## config.mk

```make
export PLATFORM = sky130hd
export DESIGN_NAME = apb_sb_pwm_top
export DESIGN_NICKNAME = d
export VERILOG_FILES = /design/src/hw/apb_sb_pkg.sv /design/src/hw/apb_sb_pwm_top.sv /design/src/hw/pwm_gen.sv /design/src/hw/pwm_regs.sv /design/src/hw/apb_to_simplebus.sv
export SDC_FILE = /design/constraint.sdc
export NUM_CORES = 1
export LEC_CHECK = 0
export CELL_PAD_IN_SITES_DETAIL_PLACEMENT = 0
export CELL_PAD_IN_SITES_GLOBAL_PLACEMENT = 1
export CORE_UTILIZATION = 43
export CTS_BUF_LIST = sky130_fd_sc_hd__clkbuf_16
export CTS_CLUSTER_SIZE = 40
export DETAILED_ROUTE_END_ITERATION = 8
export DONT_BUFFER_PORTS = 1
export GPL_TIMING_DRIVEN = 1
export PLACE_DENSITY = 0.73
export SETUP_SLACK_MARGIN = 0.5
export SLEW_MARGIN = 25
export SYNTH_ARGS = -nofsm -noshare
export SYNTH_HDL_FRONTEND = slang
export SYNTH_SLANG_ARGS = --single-unit
```

## constraint.sdc

```tcl
create_clock -name PCLK -period 2.9 [get_ports PCLK]
set_input_delay 0.145 -clock PCLK [delete_from_list [all_inputs] [get_ports PCLK]]
set_output_delay 0.145 -clock PCLK [all_outputs]
set_load 0.005 [all_outputs]
```

## src/hw/apb_sb_pkg.sv

```systemverilog
// Package with bus widths, bridge FSM encoding, PWM register map and bus structs
package apb_sb_pkg;

    // Bus and field widths
    localparam int ADDR_W = 32;
    localparam int DATA_W = 32;
    localparam int CNT_W  = 16;

    // Wait cycles the bridge counts before it samples the read data
    localparam int READ_LATENCY = 2;

    // Sized one step above the latency so the counter never collapses to zero bits
    localparam int LAT_W = $clog2(READ_LATENCY + 2);
    localparam logic [LAT_W-1:0] LAT_LOAD = READ_LATENCY[LAT_W-1:0];

    // One-hot states of the bridge FSM
    localparam logic [1:0] ST_IDLE = 2'b01;
    localparam logic [1:0] ST_WAIT = 2'b10;

    // Byte addresses of the PWM registers
    localparam logic [ADDR_W-1:0] REG_CTRL   = 32'h0000_0000;
    localparam logic [ADDR_W-1:0] REG_PERIOD = 32'h0000_0004;
    localparam logic [ADDR_W-1:0] REG_DUTY   = 32'h0000_0008;

    // Enable bit position inside the control register
    localparam int CTRL_EN_BIT = 0;

    typedef struct packed {
        logic [ADDR_W-1:0] paddr;
        logic              psel;
        logic              penable;
        logic              pwrite;
        logic [DATA_W-1:0] pwdata;
    } apb_req_t;

    typedef struct packed {
        logic [DATA_W-1:0] prdata;
        logic              pready;
    } apb_rsp_t;

    typedef struct packed {
        logic [ADDR_W-1:0] address;
        logic              read_strobe;
        logic              write_strobe;
        logic [DATA_W-1:0] write_data;
    } sb_req_t;

    // Configuration handed from the register bank to the generator
    typedef struct packed {
        logic             enable;
        logic [CNT_W-1:0] period;
        logic [CNT_W-1:0] duty;
    } pwm_cfg_t;

endpackage
```

## src/hw/apb_sb_pwm_top.sv

```systemverilog
// Top level of the PWM peripheral joining the APB bridge, register bank and generator
`timescale 1ns/100ps

module apb_sb_pwm_top (
    input  logic                    PCLK,
    input  logic                    PRESETn,
    input  apb_sb_pkg::apb_req_t    apb_req,
    output apb_sb_pkg::apb_rsp_t    apb_rsp,
    output logic                    pwm_out
);

    apb_sb_pkg::sb_req_t            sb_req;
    logic [apb_sb_pkg::DATA_W-1:0]  sb_read_data;
    apb_sb_pkg::pwm_cfg_t           cfg;

    apb_to_simplebus u_bridge (
        .PCLK         (PCLK),
        .PRESETn      (PRESETn),
        .apb_req      (apb_req),
        .apb_rsp      (apb_rsp),
        .sb_req       (sb_req),
        .sb_read_data (sb_read_data)
    );

    pwm_regs u_regs (
        .PCLK         (PCLK),
        .PRESETn      (PRESETn),
        .sb_req       (sb_req),
        .sb_read_data (sb_read_data),
        .cfg          (cfg)
    );

    pwm_gen u_gen (
        .PCLK         (PCLK),
        .PRESETn      (PRESETn),
        .cfg          (cfg),
        .pwm_out      (pwm_out)
    );

endmodule

```

## src/hw/pwm_gen.sv

```systemverilog
// PWM counter with shadowed configuration and a registered output pin
`timescale 1ns/100ps

module pwm_gen (
    input  logic                    PCLK,
    input  logic                    PRESETn,
    input  apb_sb_pkg::pwm_cfg_t    cfg,
    output logic                    pwm_out
);

    apb_sb_pkg::pwm_cfg_t           shadow;
    logic [apb_sb_pkg::CNT_W-1:0]   cnt;
    logic [apb_sb_pkg::CNT_W-1:0]   last;
    logic                           wrap;

    // Period of zero behaves like a period of one
    assign last = (shadow.period <= 1) ? '0 : shadow.period - 1'b1;
    assign wrap = (cnt >= last);

    always_ff @(posedge PCLK) begin
        if (!PRESETn) begin
            shadow  <= '0;
            cnt     <= '0;
            pwm_out <= 1'b0;
        end else begin
            // New settings are picked up only at the period boundary
            if (wrap) begin
                cnt    <= '0;
                shadow <= cfg;
            end else begin
                cnt <= cnt + 1'b1;
            end
            // Duty at or above the period keeps the pin high for the whole period
            pwm_out <= shadow.enable && (cnt < shadow.duty);
        end
    end

endmodule

```

## src/hw/pwm_regs.sv

```systemverilog
// Simplebus register bank with control, period and duty registers and registered read data
`timescale 1ns/100ps

module pwm_regs (
    input  logic                            PCLK,
    input  logic                            PRESETn,
    input  apb_sb_pkg::sb_req_t             sb_req,
    output logic [apb_sb_pkg::DATA_W-1:0]   sb_read_data,
    output apb_sb_pkg::pwm_cfg_t            cfg
);

    apb_sb_pkg::pwm_cfg_t           cfg_q;
    logic [apb_sb_pkg::DATA_W-1:0]  rd_mux;
    logic [apb_sb_pkg::DATA_W-1:0]  rd_data_q;

    // Read multiplexer, fields are zero extended and unmapped addresses read as zero
    always_comb begin
        rd_mux = '0;
        case (sb_req.address)
            apb_sb_pkg::REG_CTRL: begin
                rd_mux[apb_sb_pkg::CTRL_EN_BIT] = cfg_q.enable;
            end
            apb_sb_pkg::REG_PERIOD: begin
                rd_mux[apb_sb_pkg::CNT_W-1:0] = cfg_q.period;
            end
            apb_sb_pkg::REG_DUTY: begin
                rd_mux[apb_sb_pkg::CNT_W-1:0] = cfg_q.duty;
            end
            default: begin
                rd_mux = '0;
            end
        endcase
    end

    always_ff @(posedge PCLK) begin
        if (!PRESETn) begin
            cfg_q     <= '0;
            rd_data_q <= '0;
        end else begin
            if (sb_req.write_strobe) begin
                // Upper bits of the write data beyond each field are dropped
                case (sb_req.address)
                    apb_sb_pkg::REG_CTRL: begin
                        cfg_q.enable <= sb_req.write_data[apb_sb_pkg::CTRL_EN_BIT];
                    end
                    apb_sb_pkg::REG_PERIOD: begin
                        cfg_q.period <= sb_req.write_data[apb_sb_pkg::CNT_W-1:0];
                    end
                    apb_sb_pkg::REG_DUTY: begin
                        cfg_q.duty <= sb_req.write_data[apb_sb_pkg::CNT_W-1:0];
                    end
                    default: begin
                        cfg_q <= cfg_q;
                    end
                endcase
            end
            // Read data is held until the next read strobe
            if (sb_req.read_strobe) begin
                rd_data_q <= rd_mux;
            end
        end
    end

    assign sb_read_data = rd_data_q;
    assign cfg          = cfg_q;

endmodule

```

## src/hw/apb_to_simplebus.sv

```systemverilog
// APB slave that turns setup phases into Simplebus strobes and stalls reads for a fixed latency
`timescale 1ns/100ps

module apb_to_simplebus (
    input  logic                            PCLK,
    input  logic                            PRESETn,
    input  apb_sb_pkg::apb_req_t            apb_req,
    output apb_sb_pkg::apb_rsp_t            apb_rsp,
    output apb_sb_pkg::sb_req_t             sb_req,
    input  logic [apb_sb_pkg::DATA_W-1:0]   sb_read_data
);

    logic [1:0]                     state;
    logic [apb_sb_pkg::LAT_W-1:0]   lat_cnt;
    logic [apb_sb_pkg::DATA_W-1:0]  prdata_q;
    logic                           pready_q;
    logic                           setup_phase;

    // An APB setup phase is PSEL high with PENABLE still low
    assign setup_phase = apb_req.psel & ~apb_req.penable;

    // Strobes last exactly the setup cycle, everything else is held at zero
    always_comb begin
        sb_req = '0;
        if (setup_phase) begin
            sb_req.address = apb_req.paddr;
            if (apb_req.pwrite) begin
                sb_req.write_strobe = 1'b1;
                sb_req.write_data   = apb_req.pwdata;
            end else begin
                sb_req.read_strobe = 1'b1;
            end
        end
    end

    // Writes complete with PREADY left high, so only reads leave the idle state
    always_ff @(posedge PCLK) begin
        if (!PRESETn) begin
            state    <= apb_sb_pkg::ST_IDLE;
            pready_q <= 1'b1;
            lat_cnt  <= apb_sb_pkg::LAT_LOAD;
            prdata_q <= '0;
        end else begin
            case (state)
                apb_sb_pkg::ST_IDLE: begin
                    if (setup_phase && !apb_req.pwrite) begin
                        state    <= apb_sb_pkg::ST_WAIT;
                        pready_q <= 1'b0;
                        lat_cnt  <= apb_sb_pkg::LAT_LOAD;
                    end
                end
                apb_sb_pkg::ST_WAIT: begin
                    // Register bank data has settled by the time the counter runs out
                    if (lat_cnt == '0) begin
                        prdata_q <= sb_read_data;
                        pready_q <= 1'b1;
                        state    <= apb_sb_pkg::ST_IDLE;
                    end else begin
                        lat_cnt <= lat_cnt - 1'b1;
                    end
                end
                default: begin
                    // Recover from an illegal encoding
                    state    <= apb_sb_pkg::ST_IDLE;
                    pready_q <= 1'b1;
                    lat_cnt  <= apb_sb_pkg::LAT_LOAD;
                end
            endcase
        end
    end

    assign apb_rsp.prdata = prdata_q;
    assign apb_rsp.pready = pready_q;

endmodule

```

## Word level (Yosys, flattened, before mapping)

Index checks and enable logic that the tools add are counted.
Widths: inputs -> output; s select.

| storage, ports and cells | value |
|---|---|
| register bits after elaboration | 120 |
| bits in latches | 0 |
| memory bits (writable) | 0 |
| ROM bits | 0 |
| input port bits | 69 |
| output and inout bits | 34 |
| word-level logic and storage cells | 55 |
| memories | 0 |

| cells by class | value |
|---|---|
| add/sub/neg operators | 3 |
| $mul | 0 |
| divide/modulo/power cells | 0 |
| order comparisons | 3 |
| equal/unequal tests | 7 |
| shift-type cells | 0 |
| mux-type cells | 14 |
| bitwise gates (word level) | 3 |
| reductions and logical operators | 12 |

Operators by type and width:

| operator | count |
|---|---|
| $mux 66 | 1 |
| $mux 33 | 1 |
| $eq 32x3->1 const B | 1 |
| $eq 32x4->1 const B | 1 |
| $logic_not 32->1 | 1 |
| $pmux 15 s2 | 1 |
| $add 16x1->16 const B | 1 |
| $ge 16x16->1 | 1 |
| $le 16x1->1 const B | 1 |
| $lt 16x16->1 | 1 |
| $mux 16 | 1 |
| $sub 16x1->16 const B | 1 |
| $reduce_and 2->1 | 6 |
| $pmux 2 s2 | 2 |
| $mux 2 | 3 |
| $ne 2x1->1 const B | 2 |
| $mux 1 | 3 |
| $pmux 1 s3 | 1 |
| $eq 2x1->1 const B | 1 |
| $eq 2x2->1 const B | 1 |
| $logic_and 1x1->1 | 2 |
| $logic_not 2->1 | 1 |
| $ne 2x2->1 const B | 1 |
| $not 1->1 | 2 |
| other kinds (5) | 5 |

## Depth between registers and ports, before layout

| logic depth | value |
|---|---|
| depth after elaboration | 5 |
| depth in mapped cells | 15 |
| mapped depth without buffers | 12 |

## Hierarchy

From an unflattened synthesis, not the netlist that was laid out.

| second synthesis, totals | value |
|---|---|
| cell total of the unflattened synthesis | 856 |
| area total of the unflattened synthesis | 7547.2 um^2 |

Modules (own cells, without submodules):

| module | instances | cells an instance | area an instance (um^2) | sequential area each (um^2) |
|---|---|---|---|---|
| pwm_gen | 1 | 370 | 3115.5 | 1001.0 |
| pwm_regs | 1 | 250 | 2446.1 | 980.9 |
| apb_to_simplebus | 1 | 236 | 1985.7 | 720.7 |

## Least setup slack after synthesis

No wires, ideal clock.

| path | value |
|---|---|
| path type | register to register |
| start point | reg u_gen.shadow[18] in the netlist's numbering |
| end point | reg u_gen.cnt[10] in the netlist's numbering |
| library setup time | 132 ps |
| arrival time | 3004 ps |
| data required time | 2768 ps |
| slack | -236 ps |
| cell stages (with the launch flop) | 14 |
| buffers on the path | 2 |
| clock period less this slack | 3136 ps |
| path through | dfxtp_1 -> or3_1 -> nor3_1 -> nand3b_1 -> xnor2_1 -> nand2_1 -> ha_1 -> nand4_1 -> nor2_1 -> o221a_2 -> clkbuf_1 -> o21a_1 -> clkbuf_1 -> nor3_1 |

| between the ends | value |
|---|---|
| longest elaborated chain between the ends | 4 |
| elaborated cells between the ends (all ways) | 5 |
| those cells by class | add/sub (1); order compare (2); mux (1); reduce/logical (1) |

RTL lines:

| what | line | source |
|---|---|---|
| start, declared | pwm_gen.sv:11 | `apb_sb_pkg::pwm_cfg_t shadow;` |
| start signal, assigned | pwm_gen.sv:29 | `shadow <= cfg;` |
| $sub 16x1->16 or $le 16x1->1 (tied branches) | pwm_gen.sv:17 | `assign last = (shadow.period <= 1) ? '0 : shadow.period - 1'b1;` |
| $mux 16 (*) | pwm_gen.sv:17 |  |
| $ge 16x16->1 (*) | pwm_gen.sv:18 | `assign wrap = (cnt >= last);` |
| $reduce_or 2->1 (no line) (*) | - |  |
| end signal, assigned | pwm_gen.sv:31 | `cnt <= cnt + 1'b1;` |
| end, declared | pwm_gen.sv:12 | `logic [apb_sb_pkg::CNT_W-1:0] cnt;` |

Mark *: on every way between the ends. The rest lies on a longest branch, timed or not.
A chain may end at the register's enable or synchronous reset.

## Worst setup path after layout

| path | value |
|---|---|
| start point | reg u_gen.shadow[29] in the netlist's numbering |
| end point | reg u_gen.shadow[29] in the netlist's numbering |

| between the ends | value |
|---|---|
| longest elaborated chain between the ends | 3 |
| elaborated cells between the ends (all ways) | 4 |
| those cells by class | add/sub (1); order compare (2); mux (1) |

RTL lines:

| what | line |
|---|---|
| $sub 16x1->16 or $le 16x1->1 (tied branches) | pwm_gen.sv:17 |
| $mux 16 (*) | pwm_gen.sv:17 |
| $ge 16x16->1 (*) | pwm_gen.sv:18 |

Marks and branches as above.

==> results_dict.tcl <==
set metrics [dict create \
    status "finished with violations" \
    violations "hold timing, setup timing" \
    finalPower_mw 3.81 \
    fmax_ghz 0.331 \
    num-nets-final 1032 \
    seq_area_um2 2390 \
    yosysSeqAreaShare_pct 34.5 \
    post-synth-top-area-cell "dfxtp_1" \
    avgRoutedWirePerCell_um 16.7 \
    antenna_found_initial 0 \
    final-setup-viol-count 33 \
    netlist_area_um2 6900 \
    multi_input_area_um2 4580 \
    drt_iter0_drc 317 \
    synth_flop_cell "dfxtp_1" \
    critical_path_class "reg2reg" \
    required_ns 3.26 \
    track_usage_pct 23.6 \
    muxShareOfSynthArea_pct 4.93 \
    portBuffers 0 \
    gr-total-overflow 0 \
    slew_headroom_pct 55.1 \
    drc 0 \
    syn_avg_cell_area_um2 8.31 \
    area_growth_pct 36.3 \
    synthAdderAreaFrac_pct 6.35 \
    fin_crit_sh_pct 104 \
    max-cap-violations 0 \
    drive_above_1_share_pct 18.6 \
    peakVddDrop_mv 0.435 \
    hold_viol_final 20 \
    die_y_um 129 \
    timing.hold.ws_ns -0.110 \
    tightest_slew_ns 0.673 \
    power.leakage_nw 3.45 \
    ys_types 53 \
    n_fill_cell 1302 \
    dr_total_vias 6507 \
    grt_setup_unrepaired "true" \
    rows 45 \
    synthArstFlopShare_pct 0 \
    gp_congestion 0.802 \
    pin_count 103 \
    initial_utilization_pct 44.7 \
    hp-class "in2reg" \
    first_pass_iters 5 \
    n_antenna_cell 0 \
    synth_seq_cells 119 \
    yosys_warnings 0 \
    synth_top_family_by_area "simple AND/OR/NAND/NOR gates" \
    fin_setup_tns_ns -3.28 \
    yosys.area.top_type_share_pct 34.5 \
    critPathLaunchType "register" \
    yosysMostFrequentCell "dfxtp_1" \
    fp.dieArea_um2 16500 \
    post-route-util_pct 60.9 \
    core_um2 15400 \
    synth_edf_count 0 \
    cts_tree "done" \
    synth_compound_area_share_pct 14.9 \
    place_hpwl_um 12100 \
    drtAntennaViolNets 0 \
    syn_inst 830 \
    wl_um 19300 \
    fin_worst_skew_ns 0.00722 \
    slew_viol_final 0 \
    htreeDepth 4 \
    grt_pass1_vias 6209 \
    cts_buffers 17 \
    synth_xor_xnor_area_share_pct 3.56 \
    dp_cells 1030 \
    setup_slack_ns -0.121 \
    worst_ep_arrival_time_ns 3.38 \
    grt_max_degree 185 \
    clock-sinks 119 \
    synth_commonest_cells "dfxtp_1, nand2_1, clkbuf_1" \
    clk_path_buf_depth 2 \
    post-route-min-period_ns 3.02 \
    end_kind "register" \
    via_per_inst 5.65 \
    path_max_fanout 25 \
    clk-insertion-delay-late_ns 0.43 \
    synthSimpleGateAreaFrac_pct 28.9 \
    cts-root-buf "clkbuf_16" \
    grt_first_pass_wirelength_um 30800 \
    instances_no_fill 1151 \
    pwr_density_cell_nw_per_um2 405 \
    clkTransAtPathRegs_ns 0.06 \
    die_width_um 129 \
    synth_area_leaders "dfxtp_1, nand2_1, ha_1, mux2i_1, o2111ai_1" \
    cts_hold_buf 80 \
]
[state kept, by name, summed over array words and instances, names as in the netlist]
name / flops
u_gen.shadow: 33
u_regs.cfg: 33
u_bridge.prdata_q: 16
u_gen.cnt: 16
u_regs.sb_read_data: 16
u_bridge.lat_cnt: 2
u_bridge.state: 2
u_gen.pwm_out: 1
[final timing paths]
check                                       from                to  slack, ns  cells after the start
worst min-delay path                     PRESETn   u_gen.shadow[2]      -0.11                      2
worst max-delay path            u_gen.shadow[29]  u_gen.shadow[29]      -0.12                     12
worst max register to register  u_gen.shadow[29]  u_gen.shadow[29]      -0.12                     12
worst min register to register    u_regs.cfg[25]  u_gen.shadow[25]       0.56                      2
[worst max-delay path, stage by stage (launching register included)]
cell and delay (ns):
dfxtp_2 0.31, or4_4 0.56, nor2_4 0.18, nand3_4 0.11, buf_6 0.17, nand2b_4 0.06, ha_1 0.22, o211ai_1 0.15
a21oi_1 0.07, o221a_4 0.32, buf_12 0.16, or4_1 0.54, nand3_2 0.09
[per-stage QoR]
| stage | cell area (um^2) | worst slack [ns] | hold WS (ns) |
|---|---|---|---|
| 2_1_floorplan | 7070 | 0.0599 | 0.314 |
| 3_3_place_gp | 7460 | -0.132 | 0.248 |
| 3_5_place_dp | 7460 | -0.154 | 0.257 |
| 4_1_cts | 8980 | -0.144 | -0.121 |
| 5_1_grt | 9400 | -0.222 | -0.129 |
| 6_report | 9400 | -0.121 | -0.110 |
[cell usage in the layout, fill, tap and decap left out, types with 33 or more instances in the layout]
cell / count
nand2_1: 114
dfxtp_1: 113
dlygate4sd3_1: 80
buf_4: 49
nand3_1: 40
nor3_1: 38
nor2b_1: 38
a31oi_1: 35
mux2i_1: 34
o2111ai_1: 33
[timing repair]
| item | 4_1_cts | 5_1_grt |
|---|---|---|
| pin swaps | 11 | 21 |
| setup endpoints to repair | 49 | 49 |
| endpoints found under the hold margin | 118 | 38 |
| gates cloned | 1 | 3 |
| setup buffers | 0 | 6 |
| resized for setup | 18 | 60 |
[metal layers]
metal	global-route usage (%)	vias up	part of all wire, %
li1	-	3210	-
met1	28.9	3122	45
met2	40.4	152	49
met3	6.03	23	5.3
met4	7.06	0	1.5
met5	0	-	0
[area by class of cell]
class	instances	area share, %
Multi-Input combinational cell	622	48.7
Sequential cell	119	25.4
Timing Repair Buffer	146	16.0
Clock buffer	17	4.52
Tap cell	211	2.81
Clock inverter	14	1.61
Inverter	22	0.878
[where the power goes]
part           leakage (nW)  total (mW)  internal [mW]  switching, mW
Clock                 0.270        2.09           1.26          0.822
Combinational          2.22      0.0713         0.0429         0.0284
Sequential            0.963        1.65           1.64        0.00662
Total                  3.45        3.81           2.95          0.857
[cell families (layout without fill, tap and decap cells)]
group,count (synthesis),in the layout
buffers and inverters,104,199
adder cells (fa/ha/maj),35,35
XOR/XNOR,28,28
multiplexers,34,34
AND/OR/NAND/NOR,367,367
other,1,16
AO/OA/AOI/OAI,142,142
flip-flops,119,119
Note: power is estimated with default switching activity, not from simulation.
